===== src/ex_pkg.sv =====
//////////////////////////////////////////////////////////////////////
// Shared widths and opcode types of the execute subsystem
// Compiled ahead of every module that refers to it
//////////////////////////////////////////////////////////////////////
package ex_pkg;

  // Data path width, fixed by the instruction set
  localparam int unsigned data_w    = 32;
  // Opcode field common to all three units
  localparam int unsigned op_code_w = 4;
  // Leading-zero count and shift amount
  localparam int unsigned clz_w     = 6;

  // Functional unit select
  typedef enum logic [1:0] {
    UNIT_ALU = 2'd0,
    UNIT_MUL = 2'd1,
    UNIT_DIV = 2'd2
  } unit_e;

  // ALU opcodes, full opcode field
  typedef enum logic [3:0] {
    ALU_ADD  = 4'd0,
    ALU_SUB  = 4'd1,
    ALU_AND  = 4'd2,
    ALU_OR   = 4'd3,
    ALU_XOR  = 4'd4,
    ALU_SLL  = 4'd5,
    ALU_SRL  = 4'd6,
    ALU_SRA  = 4'd7,
    ALU_SLT  = 4'd8,
    ALU_SLTU = 4'd9
  } alu_op_e;

  // Multiplier opcodes, low two bits of the opcode field
  typedef enum logic [1:0] {
    MUL_LO  = 2'd0,
    MUL_HSS = 2'd1,
    MUL_HSU = 2'd2,
    MUL_HUU = 2'd3
  } mul_op_e;

  // Divider opcodes, low two bits of the opcode field
  typedef enum logic [1:0] {
    DIV_S = 2'd0,
    DIV_U = 2'd1,
    REM_S = 2'd2,
    REM_U = 2'd3
  } div_op_e;

endpackage

===== src/ex_top.sv =====
//////////////////////////////////////////////////////////////////////
// Execute subsystem top, issue register feeding the execute stage
//////////////////////////////////////////////////////////////////////
`timescale 1ns/100ps

module ex_top #(
  parameter int unsigned tag_w = 5
) (
  input  logic                          clk,
  input  logic                          rst_n,
  // Decoded operation in
  input  logic                          in_valid_i,
  output logic                          in_ready_o,
  input  ex_pkg::unit_e                 in_unit_i,
  input  logic [ex_pkg::op_code_w-1:0]  in_op_i,
  input  logic [ex_pkg::data_w-1:0]     in_a_i,
  input  logic [ex_pkg::data_w-1:0]     in_b_i,
  input  logic [tag_w-1:0]              in_tag_i,
  // Result out
  output logic                          wb_valid_o,
  output logic [tag_w-1:0]              wb_tag_o,
  output logic [ex_pkg::data_w-1:0]     wb_data_o,
  input  logic                          wb_ready_i
);

  logic                         id_ex_valid;
  ex_pkg::unit_e                id_ex_unit;
  logic [ex_pkg::op_code_w-1:0] id_ex_op;
  logic [ex_pkg::data_w-1:0]    id_ex_opa;
  logic [ex_pkg::data_w-1:0]    id_ex_opb;
  logic [tag_w-1:0]             id_ex_tag;
  logic                         ex_ready;

  ex_issue_reg #(.tag_w(tag_w)) u_issue (
    .clk        (clk),
    .rst_n      (rst_n),
    .in_valid_i (in_valid_i),
    .in_ready_o (in_ready_o),
    .in_unit_i  (in_unit_i),
    .in_op_i    (in_op_i),
    .in_a_i     (in_a_i),
    .in_b_i     (in_b_i),
    .in_tag_i   (in_tag_i),
    .ex_ready_i (ex_ready),
    .valid_o    (id_ex_valid),
    .unit_o     (id_ex_unit),
    .op_o       (id_ex_op),
    .opa_o      (id_ex_opa),
    .opb_o      (id_ex_opb),
    .tag_o      (id_ex_tag)
  );

  ex_stage #(.tag_w(tag_w)) u_ex (
    .clk           (clk),
    .rst_n         (rst_n),
    .id_ex_valid_i (id_ex_valid),
    .id_ex_unit_i  (id_ex_unit),
    .id_ex_op_i    (id_ex_op),
    .id_ex_opa_i   (id_ex_opa),
    .id_ex_opb_i   (id_ex_opb),
    .id_ex_tag_i   (id_ex_tag),
    .ex_ready_o    (ex_ready),
    .wb_valid_o    (wb_valid_o),
    .wb_tag_o      (wb_tag_o),
    .wb_data_o     (wb_data_o),
    .wb_ready_i    (wb_ready_i)
  );

endmodule


===== src/ex_stage.sv =====
//////////////////////////////////////////////////////////////////////
// Execute stage with ALU, multiplier, divider and EX/WB register
// Operation stays in ID/EX until its result enters EX/WB
//////////////////////////////////////////////////////////////////////
`timescale 1ns/100ps

module ex_stage #(
  parameter int unsigned tag_w = 5
) (
  input  logic                          clk,
  input  logic                          rst_n,
  // ID/EX
  input  logic                          id_ex_valid_i,
  input  ex_pkg::unit_e                 id_ex_unit_i,
  input  logic [ex_pkg::op_code_w-1:0]  id_ex_op_i,
  input  logic [ex_pkg::data_w-1:0]     id_ex_opa_i,
  input  logic [ex_pkg::data_w-1:0]     id_ex_opb_i,
  input  logic [tag_w-1:0]              id_ex_tag_i,
  output logic                          ex_ready_o,
  // EX/WB towards writeback
  output logic                          wb_valid_o,
  output logic [tag_w-1:0]              wb_tag_o,
  output logic [ex_pkg::data_w-1:0]     wb_data_o,
  input  logic                          wb_ready_i
);
  import ex_pkg::*;

  logic [data_w-1:0] alu_result;
  logic [data_w-1:0] mul_result;
  logic [data_w-1:0] div_result;
  logic              mul_en_gated;
  logic              div_en_gated;
  logic              mul_valid;
  logic              mul_ready;
  logic              div_valid;
  logic              div_ready;
  logic              div_clz_en;
  logic [data_w-1:0] div_clz_data;
  logic [clz_w-1:0]  div_clz_result;
  logic              div_shift_en;
  logic [clz_w-1:0]  div_shift_amt;
  logic [data_w-1:0] div_shifted;
  logic              wb_ready;
  logic              unit_valid;
  logic              ex_valid;
  logic [data_w-1:0] ex_result;

  // Multiply is issued once, a held product belongs to this op
  assign mul_en_gated = id_ex_valid_i && (id_ex_unit_i == UNIT_MUL) && !mul_valid;
  assign div_en_gated = id_ex_valid_i && (id_ex_unit_i == UNIT_DIV);

  // EX/WB can load when empty or draining
  assign wb_ready = wb_ready_i || !wb_valid_o;

  ex_alu u_alu (
    .operator_i   (alu_op_e'(id_ex_op_i)),
    .operand_a_i  (id_ex_opa_i),
    .operand_b_i  (id_ex_opb_i),
    .clz_en_i     (div_clz_en),
    .clz_data_i   (div_clz_data),
    .clz_result_o (div_clz_result),
    .shift_en_i   (div_shift_en),
    .shift_amt_i  (div_shift_amt),
    .shifted_o    (div_shifted),
    .result_o     (alu_result)
  );

  ex_mult u_mult (
    .clk        (clk),
    .rst_n      (rst_n),
    .operator_i (mul_op_e'(id_ex_op_i[1:0])),
    .op_a_i     (id_ex_opa_i),
    .op_b_i     (id_ex_opb_i),
    .result_o   (mul_result),
    .valid_i    (mul_en_gated),
    .ready_o    (mul_ready),
    .valid_o    (mul_valid),
    .ready_i    (wb_ready)
  );

  // Operands arrive swapped, opb is the dividend
  ex_div u_div (
    .clk              (clk),
    .rst_n            (rst_n),
    .operator_i       (div_op_e'(id_ex_op_i[1:0])),
    .op_a_i           (id_ex_opb_i),
    .op_b_i           (id_ex_opa_i),
    .alu_clz_result_i (div_clz_result),
    .alu_clz_en_o     (div_clz_en),
    .alu_clz_data_o   (div_clz_data),
    .alu_shifted_i    (div_shifted),
    .alu_shift_en_o   (div_shift_en),
    .alu_shift_amt_o  (div_shift_amt),
    .result_o         (div_result),
    .valid_i          (div_en_gated),
    .ready_o          (div_ready),
    .valid_o          (div_valid),
    .ready_i          (wb_ready)
  );

  // Result and valid of the selected unit, ALU always valid
  always_comb begin
    case (id_ex_unit_i)
      UNIT_MUL: begin
        unit_valid = mul_valid;
        ex_result  = mul_result;
      end
      UNIT_DIV: begin
        unit_valid = div_valid;
        ex_result  = div_result;
      end
      default: begin
        unit_valid = 1'b1;
        ex_result  = alu_result;
      end
    endcase
  end

  assign ex_valid   = id_ex_valid_i && unit_valid;
  assign ex_ready_o = !id_ex_valid_i || (ex_valid && wb_ready && mul_ready && div_ready);

  //////////////////////////////////////////////////////////////////////
  // EX/WB register
  //////////////////////////////////////////////////////////////////////

  always_ff @(posedge clk or negedge rst_n) begin
    if (!rst_n) begin
      wb_valid_o <= 1'b0;
      wb_tag_o   <= '0;
      wb_data_o  <= '0;
    end else if (ex_valid && wb_ready) begin
      wb_valid_o <= 1'b1;
      wb_tag_o   <= id_ex_tag_i;
      wb_data_o  <= ex_result;
    end else if (wb_ready) begin
      // Nothing to pass on, insert a bubble
      wb_valid_o <= 1'b0;
    end
  end

endmodule


===== src/ex_issue_reg.sv =====
//////////////////////////////////////////////////////////////////////
// ID/EX register holding one decoded operation from outside
//////////////////////////////////////////////////////////////////////
`timescale 1ns/100ps

module ex_issue_reg #(
  parameter int unsigned tag_w = 5
) (
  input  logic                          clk,
  input  logic                          rst_n,
  // Operation source
  input  logic                          in_valid_i,
  output logic                          in_ready_o,
  input  ex_pkg::unit_e                 in_unit_i,
  input  logic [ex_pkg::op_code_w-1:0]  in_op_i,
  input  logic [ex_pkg::data_w-1:0]     in_a_i,
  input  logic [ex_pkg::data_w-1:0]     in_b_i,
  input  logic [tag_w-1:0]              in_tag_i,
  // Towards the execute stage
  input  logic                          ex_ready_i,
  output logic                          valid_o,
  output ex_pkg::unit_e                 unit_o,
  output logic [ex_pkg::op_code_w-1:0]  op_o,
  output logic [ex_pkg::data_w-1:0]     opa_o,
  output logic [ex_pkg::data_w-1:0]     opb_o,
  output logic [tag_w-1:0]              tag_o
);
  import ex_pkg::*;

  // Empty, or the current op is consumed this cycle
  assign in_ready_o = !valid_o || ex_ready_i;

  always_ff @(posedge clk or negedge rst_n) begin
    if (!rst_n) begin
      valid_o <= 1'b0;
    end else if (in_ready_o) begin
      valid_o <= in_valid_i;
    end
  end

  always_ff @(posedge clk) begin
    if (in_valid_i && in_ready_o) begin
      unit_o <= in_unit_i;
      op_o   <= in_op_i;
      tag_o  <= in_tag_i;
      // Divisor goes to operand a, the ALU shifter input
      opa_o  <= (in_unit_i == UNIT_DIV) ? in_b_i : in_a_i;
      opb_o  <= (in_unit_i == UNIT_DIV) ? in_a_i : in_b_i;
    end
  end

endmodule


===== src/ex_div.sv =====
//////////////////////////////////////////////////////////////////////
// Iterative shift-subtract divider, one quotient bit per cycle
// Divisor is normalised with the ALU's counter and shifter
//////////////////////////////////////////////////////////////////////
`timescale 1ns/100ps

module ex_div (
  input  logic                       clk,
  input  logic                       rst_n,
  input  ex_pkg::div_op_e            operator_i,
  // Dividend and divisor
  input  logic [ex_pkg::data_w-1:0]  op_a_i,
  input  logic [ex_pkg::data_w-1:0]  op_b_i,
  // Borrowed ALU counter
  input  logic [ex_pkg::clz_w-1:0]   alu_clz_result_i,
  output logic                       alu_clz_en_o,
  output logic [ex_pkg::data_w-1:0]  alu_clz_data_o,
  // Borrowed ALU shifter, shifts the divisor on ALU operand a
  input  logic [ex_pkg::data_w-1:0]  alu_shifted_i,
  output logic                       alu_shift_en_o,
  output logic [ex_pkg::clz_w-1:0]   alu_shift_amt_o,
  output logic [ex_pkg::data_w-1:0]  result_o,
  // Handshake
  input  logic                       valid_i,
  output logic                       ready_o,
  output logic                       valid_o,
  input  logic                       ready_i
);
  import ex_pkg::*;

  typedef enum logic [1:0] {IDLE, CLZ, DIVIDE, DONE} state_e;

  state_e            state_q;
  state_e            state_d;
  logic              is_signed;
  logic              a_neg;
  logic              b_neg;
  logic [data_w-1:0] a_abs;
  logic [data_w-1:0] b_abs;
  logic              div_zero;
  logic              overflow;
  logic              fits;
  logic [data_w-1:0] rem_q;
  logic [data_w-1:0] quot_q;
  logic [data_w-1:0] dvs_q;
  logic [clz_w-1:0]  cnt_q;
  logic              neg_quot_q;
  logic              neg_rem_q;
  logic              b_neg_q;
  logic              rem_sel_q;

  // Operand signs and magnitudes
  assign is_signed = (operator_i == DIV_S) || (operator_i == REM_S);
  assign a_neg     = is_signed && op_a_i[data_w-1];
  assign b_neg     = is_signed && op_b_i[data_w-1];
  assign a_abs     = a_neg ? -op_a_i : op_a_i;
  assign b_abs     = b_neg ? -op_b_i : op_b_i;
  // Both special cases finish straight from IDLE
  assign div_zero  = (op_b_i == '0);
  assign overflow  = is_signed && (op_a_i == {1'b1, {(data_w-1){1'b0}}}) && (op_b_i == '1);

  // Normalisation uses counter and shifter in the same cycle
  assign alu_clz_en_o    = (state_q == CLZ);
  assign alu_clz_data_o  = b_abs;
  assign alu_shift_en_o  = (state_q == CLZ);
  assign alu_shift_amt_o = alu_clz_result_i;

  assign fits    = (rem_q >= dvs_q);
  assign valid_o = (state_q == DONE);
  assign ready_o = (state_q == IDLE) || ((state_q == DONE) && ready_i);

  always_comb begin
    state_d = state_q;
    case (state_q)
      IDLE: begin
        if (valid_i) begin
          state_d = (div_zero || overflow) ? DONE : CLZ;
        end
      end
      CLZ:    state_d = DIVIDE;
      DIVIDE: begin
        if (cnt_q == '0) begin
          state_d = DONE;
        end
      end
      default: begin
        if (ready_i) begin
          state_d = IDLE;
        end
      end
    endcase
  end

  always_ff @(posedge clk or negedge rst_n) begin
    if (!rst_n) begin
      state_q <= IDLE;
    end else begin
      state_q <= state_d;
    end
  end

  //////////////////////////////////////////////////////////////////////
  // Quotient and remainder datapath
  //////////////////////////////////////////////////////////////////////

  always_ff @(posedge clk) begin
    case (state_q)
      IDLE: begin
        if (valid_i) begin
          rem_sel_q  <= (operator_i == REM_S) || (operator_i == REM_U);
          b_neg_q    <= b_neg;
          neg_quot_q <= !div_zero && (a_neg ^ b_neg);
          neg_rem_q  <= !div_zero && a_neg;
          if (div_zero) begin
            // All ones, remainder keeps the dividend
            quot_q <= '1;
            rem_q  <= op_a_i;
          end else if (overflow) begin
            quot_q <= op_a_i;
            rem_q  <= '0;
          end else begin
            quot_q <= '0;
            rem_q  <= a_abs;
          end
        end
      end
      CLZ: begin
        // Shifted raw divisor, made positive again
        dvs_q <= b_neg_q ? -alu_shifted_i : alu_shifted_i;
        cnt_q <= alu_clz_result_i;
      end
      DIVIDE: begin
        quot_q <= {quot_q[data_w-2:0], fits};
        if (fits) begin
          rem_q <= rem_q - dvs_q;
        end
        dvs_q <= dvs_q >> 1;
        cnt_q <= cnt_q - 1'b1;
      end
      default: begin
        rem_q <= rem_q;
      end
    endcase
  end

  // Sign correction on the way out
  assign result_o = rem_sel_q ? (neg_rem_q ? -rem_q : rem_q)
                              : (neg_quot_q ? -quot_q : quot_q);

endmodule


===== src/ex_mult.sv =====
//////////////////////////////////////////////////////////////////////
// Two-stage 32x32 multiplier, product registered in one stage
//////////////////////////////////////////////////////////////////////
`timescale 1ns/100ps

module ex_mult (
  input  logic                       clk,
  input  logic                       rst_n,
  input  ex_pkg::mul_op_e            operator_i,
  input  logic [ex_pkg::data_w-1:0]  op_a_i,
  input  logic [ex_pkg::data_w-1:0]  op_b_i,
  output logic [ex_pkg::data_w-1:0]  result_o,
  // Handshake
  input  logic                       valid_i,
  output logic                       ready_o,
  output logic                       valid_o,
  input  logic                       ready_i
);
  import ex_pkg::*;

  logic                       signed_a;
  logic                       signed_b;
  logic signed [data_w:0]     a_ext;
  logic signed [data_w:0]     b_ext;
  logic signed [2*data_w+1:0] product;
  logic                       valid_q;
  logic                       high_q;
  logic [2*data_w-1:0]        product_q;

  // mulh is signed x signed, mulhsu signed x unsigned
  assign signed_a = (operator_i == MUL_HSS) || (operator_i == MUL_HSU);
  assign signed_b = (operator_i == MUL_HSS);
  assign a_ext    = {signed_a & op_a_i[data_w-1], op_a_i};
  assign b_ext    = {signed_b & op_b_i[data_w-1], op_b_i};
  assign product  = a_ext * b_ext;

  // Stage takes a new product when empty or when its result leaves
  assign ready_o = !valid_q || ready_i;
  assign valid_o = valid_q;

  always_ff @(posedge clk or negedge rst_n) begin
    if (!rst_n) begin
      valid_q <= 1'b0;
    end else if (ready_o) begin
      valid_q <= valid_i;
    end
  end

  always_ff @(posedge clk) begin
    if (valid_i && ready_o) begin
      product_q <= product[2*data_w-1:0];
      high_q    <= (operator_i != MUL_LO);
    end
  end

  // Low word for mul, high word for the mulh variants
  assign result_o = high_q ? product_q[2*data_w-1:data_w] : product_q[data_w-1:0];

endmodule


===== src/ex_alu.sv =====
//////////////////////////////////////////////////////////////////////
// Single-cycle ALU with one shared shifter and one comparator
// Counter and left-shift path are lent to the divider by side port
//////////////////////////////////////////////////////////////////////
`timescale 1ns/100ps

module ex_alu (
  input  ex_pkg::alu_op_e            operator_i,
  input  logic [ex_pkg::data_w-1:0]  operand_a_i,
  input  logic [ex_pkg::data_w-1:0]  operand_b_i,
  // Leading-zero counter, divider side
  input  logic                       clz_en_i,
  input  logic [ex_pkg::data_w-1:0]  clz_data_i,
  output logic [ex_pkg::clz_w-1:0]   clz_result_o,
  // Left shift of operand a, divider side
  input  logic                       shift_en_i,
  input  logic [ex_pkg::clz_w-1:0]   shift_amt_i,
  output logic [ex_pkg::data_w-1:0]  shifted_o,
  output logic [ex_pkg::data_w-1:0]  result_o
);
  import ex_pkg::*;

  logic              sub_en;
  logic [data_w-1:0] adder_b;
  logic [data_w-1:0] sum;
  logic              cmp_signed;
  logic              less;
  logic              shift_left;
  logic              shift_arith;
  logic [clz_w-1:0]  shift_amt;
  logic [data_w-1:0] a_rev;
  logic [data_w-1:0] shift_in;
  logic [data_w:0]   shift_ext;
  logic [data_w-1:0] shift_right;
  logic [data_w-1:0] clz_in;

  // Adder, b inverted plus carry in for subtract
  assign sub_en  = (operator_i == ALU_SUB);
  assign adder_b = sub_en ? ~operand_b_i : operand_b_i;
  assign sum     = operand_a_i + adder_b + data_w'(sub_en);

  // One 33-bit comparator serves both slt and sltu
  assign cmp_signed = (operator_i == ALU_SLT);
  assign less = $signed({cmp_signed & operand_a_i[data_w-1], operand_a_i}) <
                $signed({cmp_signed & operand_b_i[data_w-1], operand_b_i});

  //////////////////////////////////////////////////////////////////////
  // Shared barrel shifter
  //////////////////////////////////////////////////////////////////////

  // Left shifts run through the right shifter on bit-reversed data
  assign shift_left  = shift_en_i || (operator_i == ALU_SLL);
  assign shift_arith = !shift_en_i && (operator_i == ALU_SRA);
  // Divider amount takes over while it owns the shifter
  assign shift_amt   = shift_en_i ? shift_amt_i : {1'b0, operand_b_i[clz_w-2:0]};
  assign a_rev       = {<<{operand_a_i}};
  assign shift_in    = shift_left ? a_rev : operand_a_i;
  assign shift_ext   = {shift_arith & shift_in[data_w-1], shift_in};
  assign shift_right = data_w'($signed(shift_ext) >>> shift_amt);
  assign shifted_o   = {<<{shift_right}};

  // Leading-zero counter, quiet unless the divider asks
  assign clz_in = clz_en_i ? clz_data_i : '0;

  always_comb begin
    clz_result_o = clz_w'(data_w);
    // Highest set bit wins, so scan upwards
    for (int i = 0; i < data_w; i++) begin
      if (clz_in[i]) begin
        clz_result_o = clz_w'(data_w - 1 - i);
      end
    end
  end

  // Result select
  always_comb begin
    case (operator_i)
      ALU_AND:           result_o = operand_a_i & operand_b_i;
      ALU_OR:            result_o = operand_a_i | operand_b_i;
      ALU_XOR:           result_o = operand_a_i ^ operand_b_i;
      ALU_SLL:           result_o = shifted_o;
      ALU_SRL, ALU_SRA:  result_o = shift_right;
      ALU_SLT, ALU_SLTU: result_o = {{(data_w-1){1'b0}}, less};
      default:           result_o = sum;
    endcase
  end

endmodule


===== config.mk =====
export PLATFORM = sky130hd
export DESIGN_NAME = ex_top
export DESIGN_NICKNAME = d
export VERILOG_FILES = /design/src/ex_pkg.sv /design/src/ex_top.sv /design/src/ex_stage.sv /design/src/ex_issue_reg.sv /design/src/ex_div.sv /design/src/ex_mult.sv /design/src/ex_alu.sv
export SDC_FILE = /design/constraint.sdc
export NUM_CORES = 2
export LEC_CHECK = 0
export BUFFER_PORTS_ARGS = -buffer_cell sky130_fd_sc_hd__buf_2
export CORE_MARGIN = 3
export CORE_UTILIZATION = 50
export CTS_CLUSTER_SIZE = 24
export DETAILED_ROUTE_END_ITERATION = 8
export PLACE_DENSITY = 0.66
export SLEW_MARGIN = 25
export SYNTH_ARGS = -nofsm -noshare
export SYNTH_HDL_FRONTEND = slang
export SYNTH_SLANG_ARGS = --single-unit

===== constraint.sdc =====
create_clock -name clk -period 25.9 [get_ports clk]
set_clock_uncertainty 0.15 [all_clocks]
set_input_delay 5.18 -clock clk [delete_from_list [all_inputs] [get_ports clk]]
set_output_delay 5.18 -clock clk [all_outputs]
set_load 0.02 [all_outputs]

Word level (Yosys, flattened, before mapping)
Cells that the tools add are included.
{ "classes": {"n_bitwise": 10, "mux": 66, "n_lt_le_gt_ge": 2, "eq_ne": 23, "n_addsub": 9, "n_reduce_logical": 47, "n_mul": 1, "shifts": 1} }
{ "ops": {"columns": ["cell", "n"], "rows": [
  ["$mux 32", 19],
  ["$pmux 32 s2", 4],
  ["$mux 6", 33],
  ["$pmux 32 s6", 1],
  ["$neg 32->32", 5],
  ["$eq 32x32->1 const B", 2],
  ["$mul 33x33->64", 1],
  ["$lt 33x33->1", 1],
  ["$sshr 33x6->32", 1],
  ["$add 32x1->32", 1],
  ["$add 32x32->32", 1],
  ["$and 32x32->32", 1],
  ["$ge 32x32->1", 1],
  ["$logic_not 32->1", 1],
  ["$not 32->32", 1],
  ["$or 32x32->32", 1],
  ["$sub 32x32->32", 1],
  ["$xor 32x32->32", 1],
  ["$logic_and 1x1->1", 17],
  ["$eq 4x3->1 const B", 4],
  ["$eq 2x2->1 const B", 6],
  ["$pmux 6 s2", 1],
  ["$logic_or 1x1->1", 10],
  ["$eq 4x2->1 const B", 2],
  ["other kinds (20)", 43]
]} }
{ "word_totals": {"inputBits": 79, "output_inout_bits": 39, "word_cells": 180, "regBits": 288} }

Depth between registers and ports, before layout
{ "logic_depth": {"word_depth": 42, "depth_mapped": 37, "depth_no_buf": 35} }

Cells and area by module
A second synthesis with hierarchy kept.
{ "hier_totals": {"hier_cells": 7033, "hier_area_um2": 64107.7} }
{ "by_module_without_submodules": {"columns": ["mod", "cells_each", "area_each_um2", "n_inst"], "rows": [
  ["ex_mult", 4320, 40127.2, 1],
  ["ex_div", 1184, 9890.7, 1],
  ["ex_alu", 1173, 8645.8, 1],
  ["ex_issue_reg", 153, 3280.6, 1],
  ["ex_stage", 203, 2163.3, 1]
]} }

Worst setup path before layout
No wires, ideal clock.
{ "synth_path": {"kind": "input to output", "startpoint": "input port wb_ready_i", "endpoint": "output port in_ready_o", "setup_slack_ns": 14.496, "path_stages": 3, "n_path_buf": 0, "arrival_ns": 6.074, "cell_sequence": "nand2b_1 > nand3_1 > o21ai_0"} }
{ "synth_between": {"elab_chain_cells": 6} }
{ "synth_lines": {"columns": ["item", "line", "text"], "rows": [
  ["from (decl)", "ex_top.sv:23", "input logic wb_ready_i"],
  ["$logic_or 1x1->1 (*)", "ex_stage.sv:53", "assign wb_ready = wb_ready_i || !wb_valid_o;"],
  ["$logic_and 1x1->1 (tied with other cells)", "ex_stage.sv:120", "assign ex_ready_o = !id_ex_valid_i || (ex_valid && wb_ready && mul_ready && div_ready);"],
  ["$logic_and 1x1->1 / $logic_or 1x1->1 (equally long branches)", "ex_stage.sv:120, ex_div.sv:70", null],
  ["$logic_and 1x1->1 (*)", "ex_stage.sv:120", null],
  ["$logic_or 1x1->1 (*)", "ex_stage.sv:120", null],
  ["$logic_or 1x1->1 (*)", "ex_issue_reg.sv:31", "assign in_ready_o = !valid_o || ex_ready_i;"],
  ["to (decl)", "ex_top.sv:13", "output logic in_ready_o,"]
]} }
Mark *: on every way between the ends. The rest lies on a longest branch, timed or not.

Worst setup path in the final report
Same ends and word-level chain as after synthesis.

==> key figures <==
Routing
  • Routed wire per std cell: approximately 29 um
  • Pre-Repair DR Iteration Count: 9
  • Routed via count: 52,600
  • Post-detailed-route count of antenna-violating nets: 0
  • Drt drc: 1
  • DR iter-0 viols: between 5,000 and 6,000
  • Via density: 6.15
  • Final WL: between 200 and 250 mm

STA
  • Final Hold Viols: 0
  • RSZ-0062 raised after global routing: false
  • Worst slew pin tran: roughly 1200 ps
  • Peak Freq: roughly 88 MHz
  • Final Slew Violations: 0
  • Setup violations, final: 0
  • Setup_tns: 0 ps
  • Min Tclk post-route: between 10,000 and 15,000 ps
  • Normalized max-slew margin: roughly 23%
  • Fin crit share: a little over two fifths

Logic synthesis
  • Register area share after synthesis: a little over an eighth
  • Mapped Nets: between 8,000 and 9,000
  • Yosys warnings: 0
  • Post-synth top cells: 1,288 x nand2_1, 1,148 x inv_1, 1,127 x fa_1
  • Leading area contributor after synthesis: fa_1
  • Cells after synthesis: 6,967
  • Avg Synthesized Cell Area: 8.83 um2
  • Count leader, synth: nand2_1
  • Post-synth cell types: just over 100
  • Flop and latch count out of synthesis: about 290
  • Synth top area cells: fa_1 37%, edfxtp_1 12%, ha_1 7.9%, nand2_1 7.9%, inv_1 7.0%
  • Number of synthesized flops with an enable pin: about 250
  • Top cell type's share of synthesized area: between 30% and 40%
  • Synthesized cell area: 61,500 um2
  • Top FF cell, synth: edfxtp_1
  • Post-synth ARST share: ~15%

Clock tree
  • CTS H-tree depth: 2
  • Setup Buffers After CTS: 0
  • CTS Buf Count: 40
  • Clk Latency, worst-skew pair: 630 ps
  • Hold_buf cts: 0
  • CTS max path bufs: 3
  • Cts repair resizes: 0
  • # clock sinks: 288
  • CTS tree: done
  • Clk slew on worst S/H paths: around 60 ps
  • CTS root buffer: clkbuf_16

Global route
  • First-pass GRT wire length: 358 mm
  • GRT Overall Usage: approximately two fifths
  • Number of global-route vias before repair: 53,300
  • Initial antenna violation count: 14
  • Largest net degree at the start of global routing: between 70 and 80
  • Gr ovfl total: 0

Die
  • Die Y: around 360 um
  • Horiz. Die Dim: around 360 um
  • Die footprint: between 100,000 and 150,000 um2
  • Core ar.: ~120,000 um2
  • IO Count: around 120
  • Row cnt: between 100 and 150
  • Starting Density: roughly 50%

Critical path
  • Crit path arrival time: about 6100 ps
  • Worst R2R End: u_ex.u_mult.product_q[62]
  • CP max stage cell: o21ai_0
  • Worst EP required: 20,570 ps
  • R2r setup slk: around 15,000 ps
  • R2R depth: 27
  • Nature of the critical path endpoint: output port
  • Critical path launch point type: primary input
  • Crit path max fanout: 4
  • Crit-path cells: buf_2 -> nand2b_1 -> nand3_2 -> o21ai_0 -> buf_2
  • Worst path most repeated cell: buf_2
  • CP startpoint: wb_ready_i
  • CP peak stage delay: between 200 and 300 ps
  • Class of the most critical setup path: in -> out
  • Crit path capture: in_ready_o
  • Reg2reg start: u_issue.opa_o[10]

Outcome
  • Status: finished, violations left
  • Violated checks: design-rule violations

Final layout
  • Register area: around 8400 um2
  • Multi-input logic area: ~47,000 um2
  • Area grow syn2layout: 6.20%
  • Filler cells: 11,400
  • Final Non-Filler Cells: roughly 8,600
  • Nets: between 8,000 and 9,000
  • Layout cells sized above 1: 6.96%

Placement
  • DP HPWL: approximately 190 mm
  • Dpl cells: between 8,000 and 9,000
  • GP Congestion: about 1.0
  • IO buf count: ~120

Hold path
  • HP Class: reg -> reg

Run
  • Max-cap viol count: 0
-- final cells by class --
type | count | area share (%)
Multi-Input combinational cell | 5090 | 72.1
Clock inverter | 21 | 0.373
Clock buffer | 53 | 1.75
Antenna cell | 7 | 0.0268
Sequential cell | 288 | 12.9
Tap cell | 1625 | 3.11
Inverter | 1178 | 6.77
Timing Repair Buffer | 292 | 2.94
-- stage by stage --
step	util [%]	area (um2)	hold slack (ps)	setup slack [ps]
after CTS	53.5	65300	298	14520
after floorplan	-	61500	265	14500
after global routing	53.5	65300	307	14430
after global placement	52.4	63900	276	14540
final	53.5	65300	289	14520
after detailed placement	52.4	63900	286	14520
-- critical path, delay by kind of cell --
kind	cells	cell delay, ps
AOI/OAI and AO/OA	1	280
and+or+nand+nor	2	280
buffers and inverters	2	320
-- placed cells by master, fill, tap and decap left out, drive strengths merged, types with 32 or more instances in the layout --
cell type / count
xnor2: 200
a31oi: 40
clkbuf: 53
inv: 1161
nor3: 57
dfrtp: 42
o31ai: 54
mux2i: 40
clkinv: 34
o21ai: 221
mux2: 45
buf: 292
nand3: 67
nor2: 479
nand2: 1288
a21o: 65
o211ai: 42
ha: 388
a221oi: 45
nand2b: 35
a21oi: 235
fa: 1127
a22oi: 40
nor4: 41
or4: 33
and3: 40
edfxtp: 246
a211oi: 32
xor2: 84
-- kinds of logic after synthesis --
logic type / synth area share (%)
buf+inv: 9.85
fa+ha+maj: 44.6
xor+xnor: 4.04
mux: 1.80
compound gates: 10.9
flops: 13.7
simple gates: 15.1
-- worst min-delay path by stage --
| stage | from | end | depth (start not counted) |
|---|---|---|---|
| 2_1_floorplan | u_issue.tag_o[0] | u_ex.wb_tag_o[0] | 2 |
| 3_5_place_dp | u_issue.tag_o[4] | u_ex.wb_tag_o[4] | 2 |
| 5_1_grt | u_issue.tag_o[1] | u_ex.wb_tag_o[1] | 2 |
| 6_report | u_issue.tag_o[1] | u_ex.wb_tag_o[1] | 2 |
| 3_3_place_gp | u_issue.tag_o[3] | u_ex.wb_tag_o[3] | 2 |
| 4_1_cts | u_issue.tag_o[1] | u_ex.wb_tag_o[1] | 2 |
-- registers in the layout, indices dropped and copies added, names as in the netlist, 2 cells and up --
name / cells
u_ex.u_div.cnt_q: 6
u_ex.u_div.dvs_q: 32
u_issue.op_o: 4
u_ex.u_div.rem_q: 32
u_issue.opb_o: 32
u_issue.opa_o: 32
u_ex.u_div.state_q: 2
u_issue.unit_o: 2
u_ex.wb_tag_o: 5
u_ex.u_div.quot_q: 32
u_ex.wb_data_o: 32
u_ex.u_mult.product_q: 64
u_issue.tag_o: 5
-- layer usage --
layer	wire (um)	GRT usage, %	vias up
met1	90300	49.2	26500
li1	-	-	22100
met5	166	0.189	-
met3	29800	11.6	849
met2	105000	57.3	3198
met4	21000	26.4	6
Power is not shown: default switching activity piles up to over one toggle a cycle in this logic, so the estimate is an artifact.
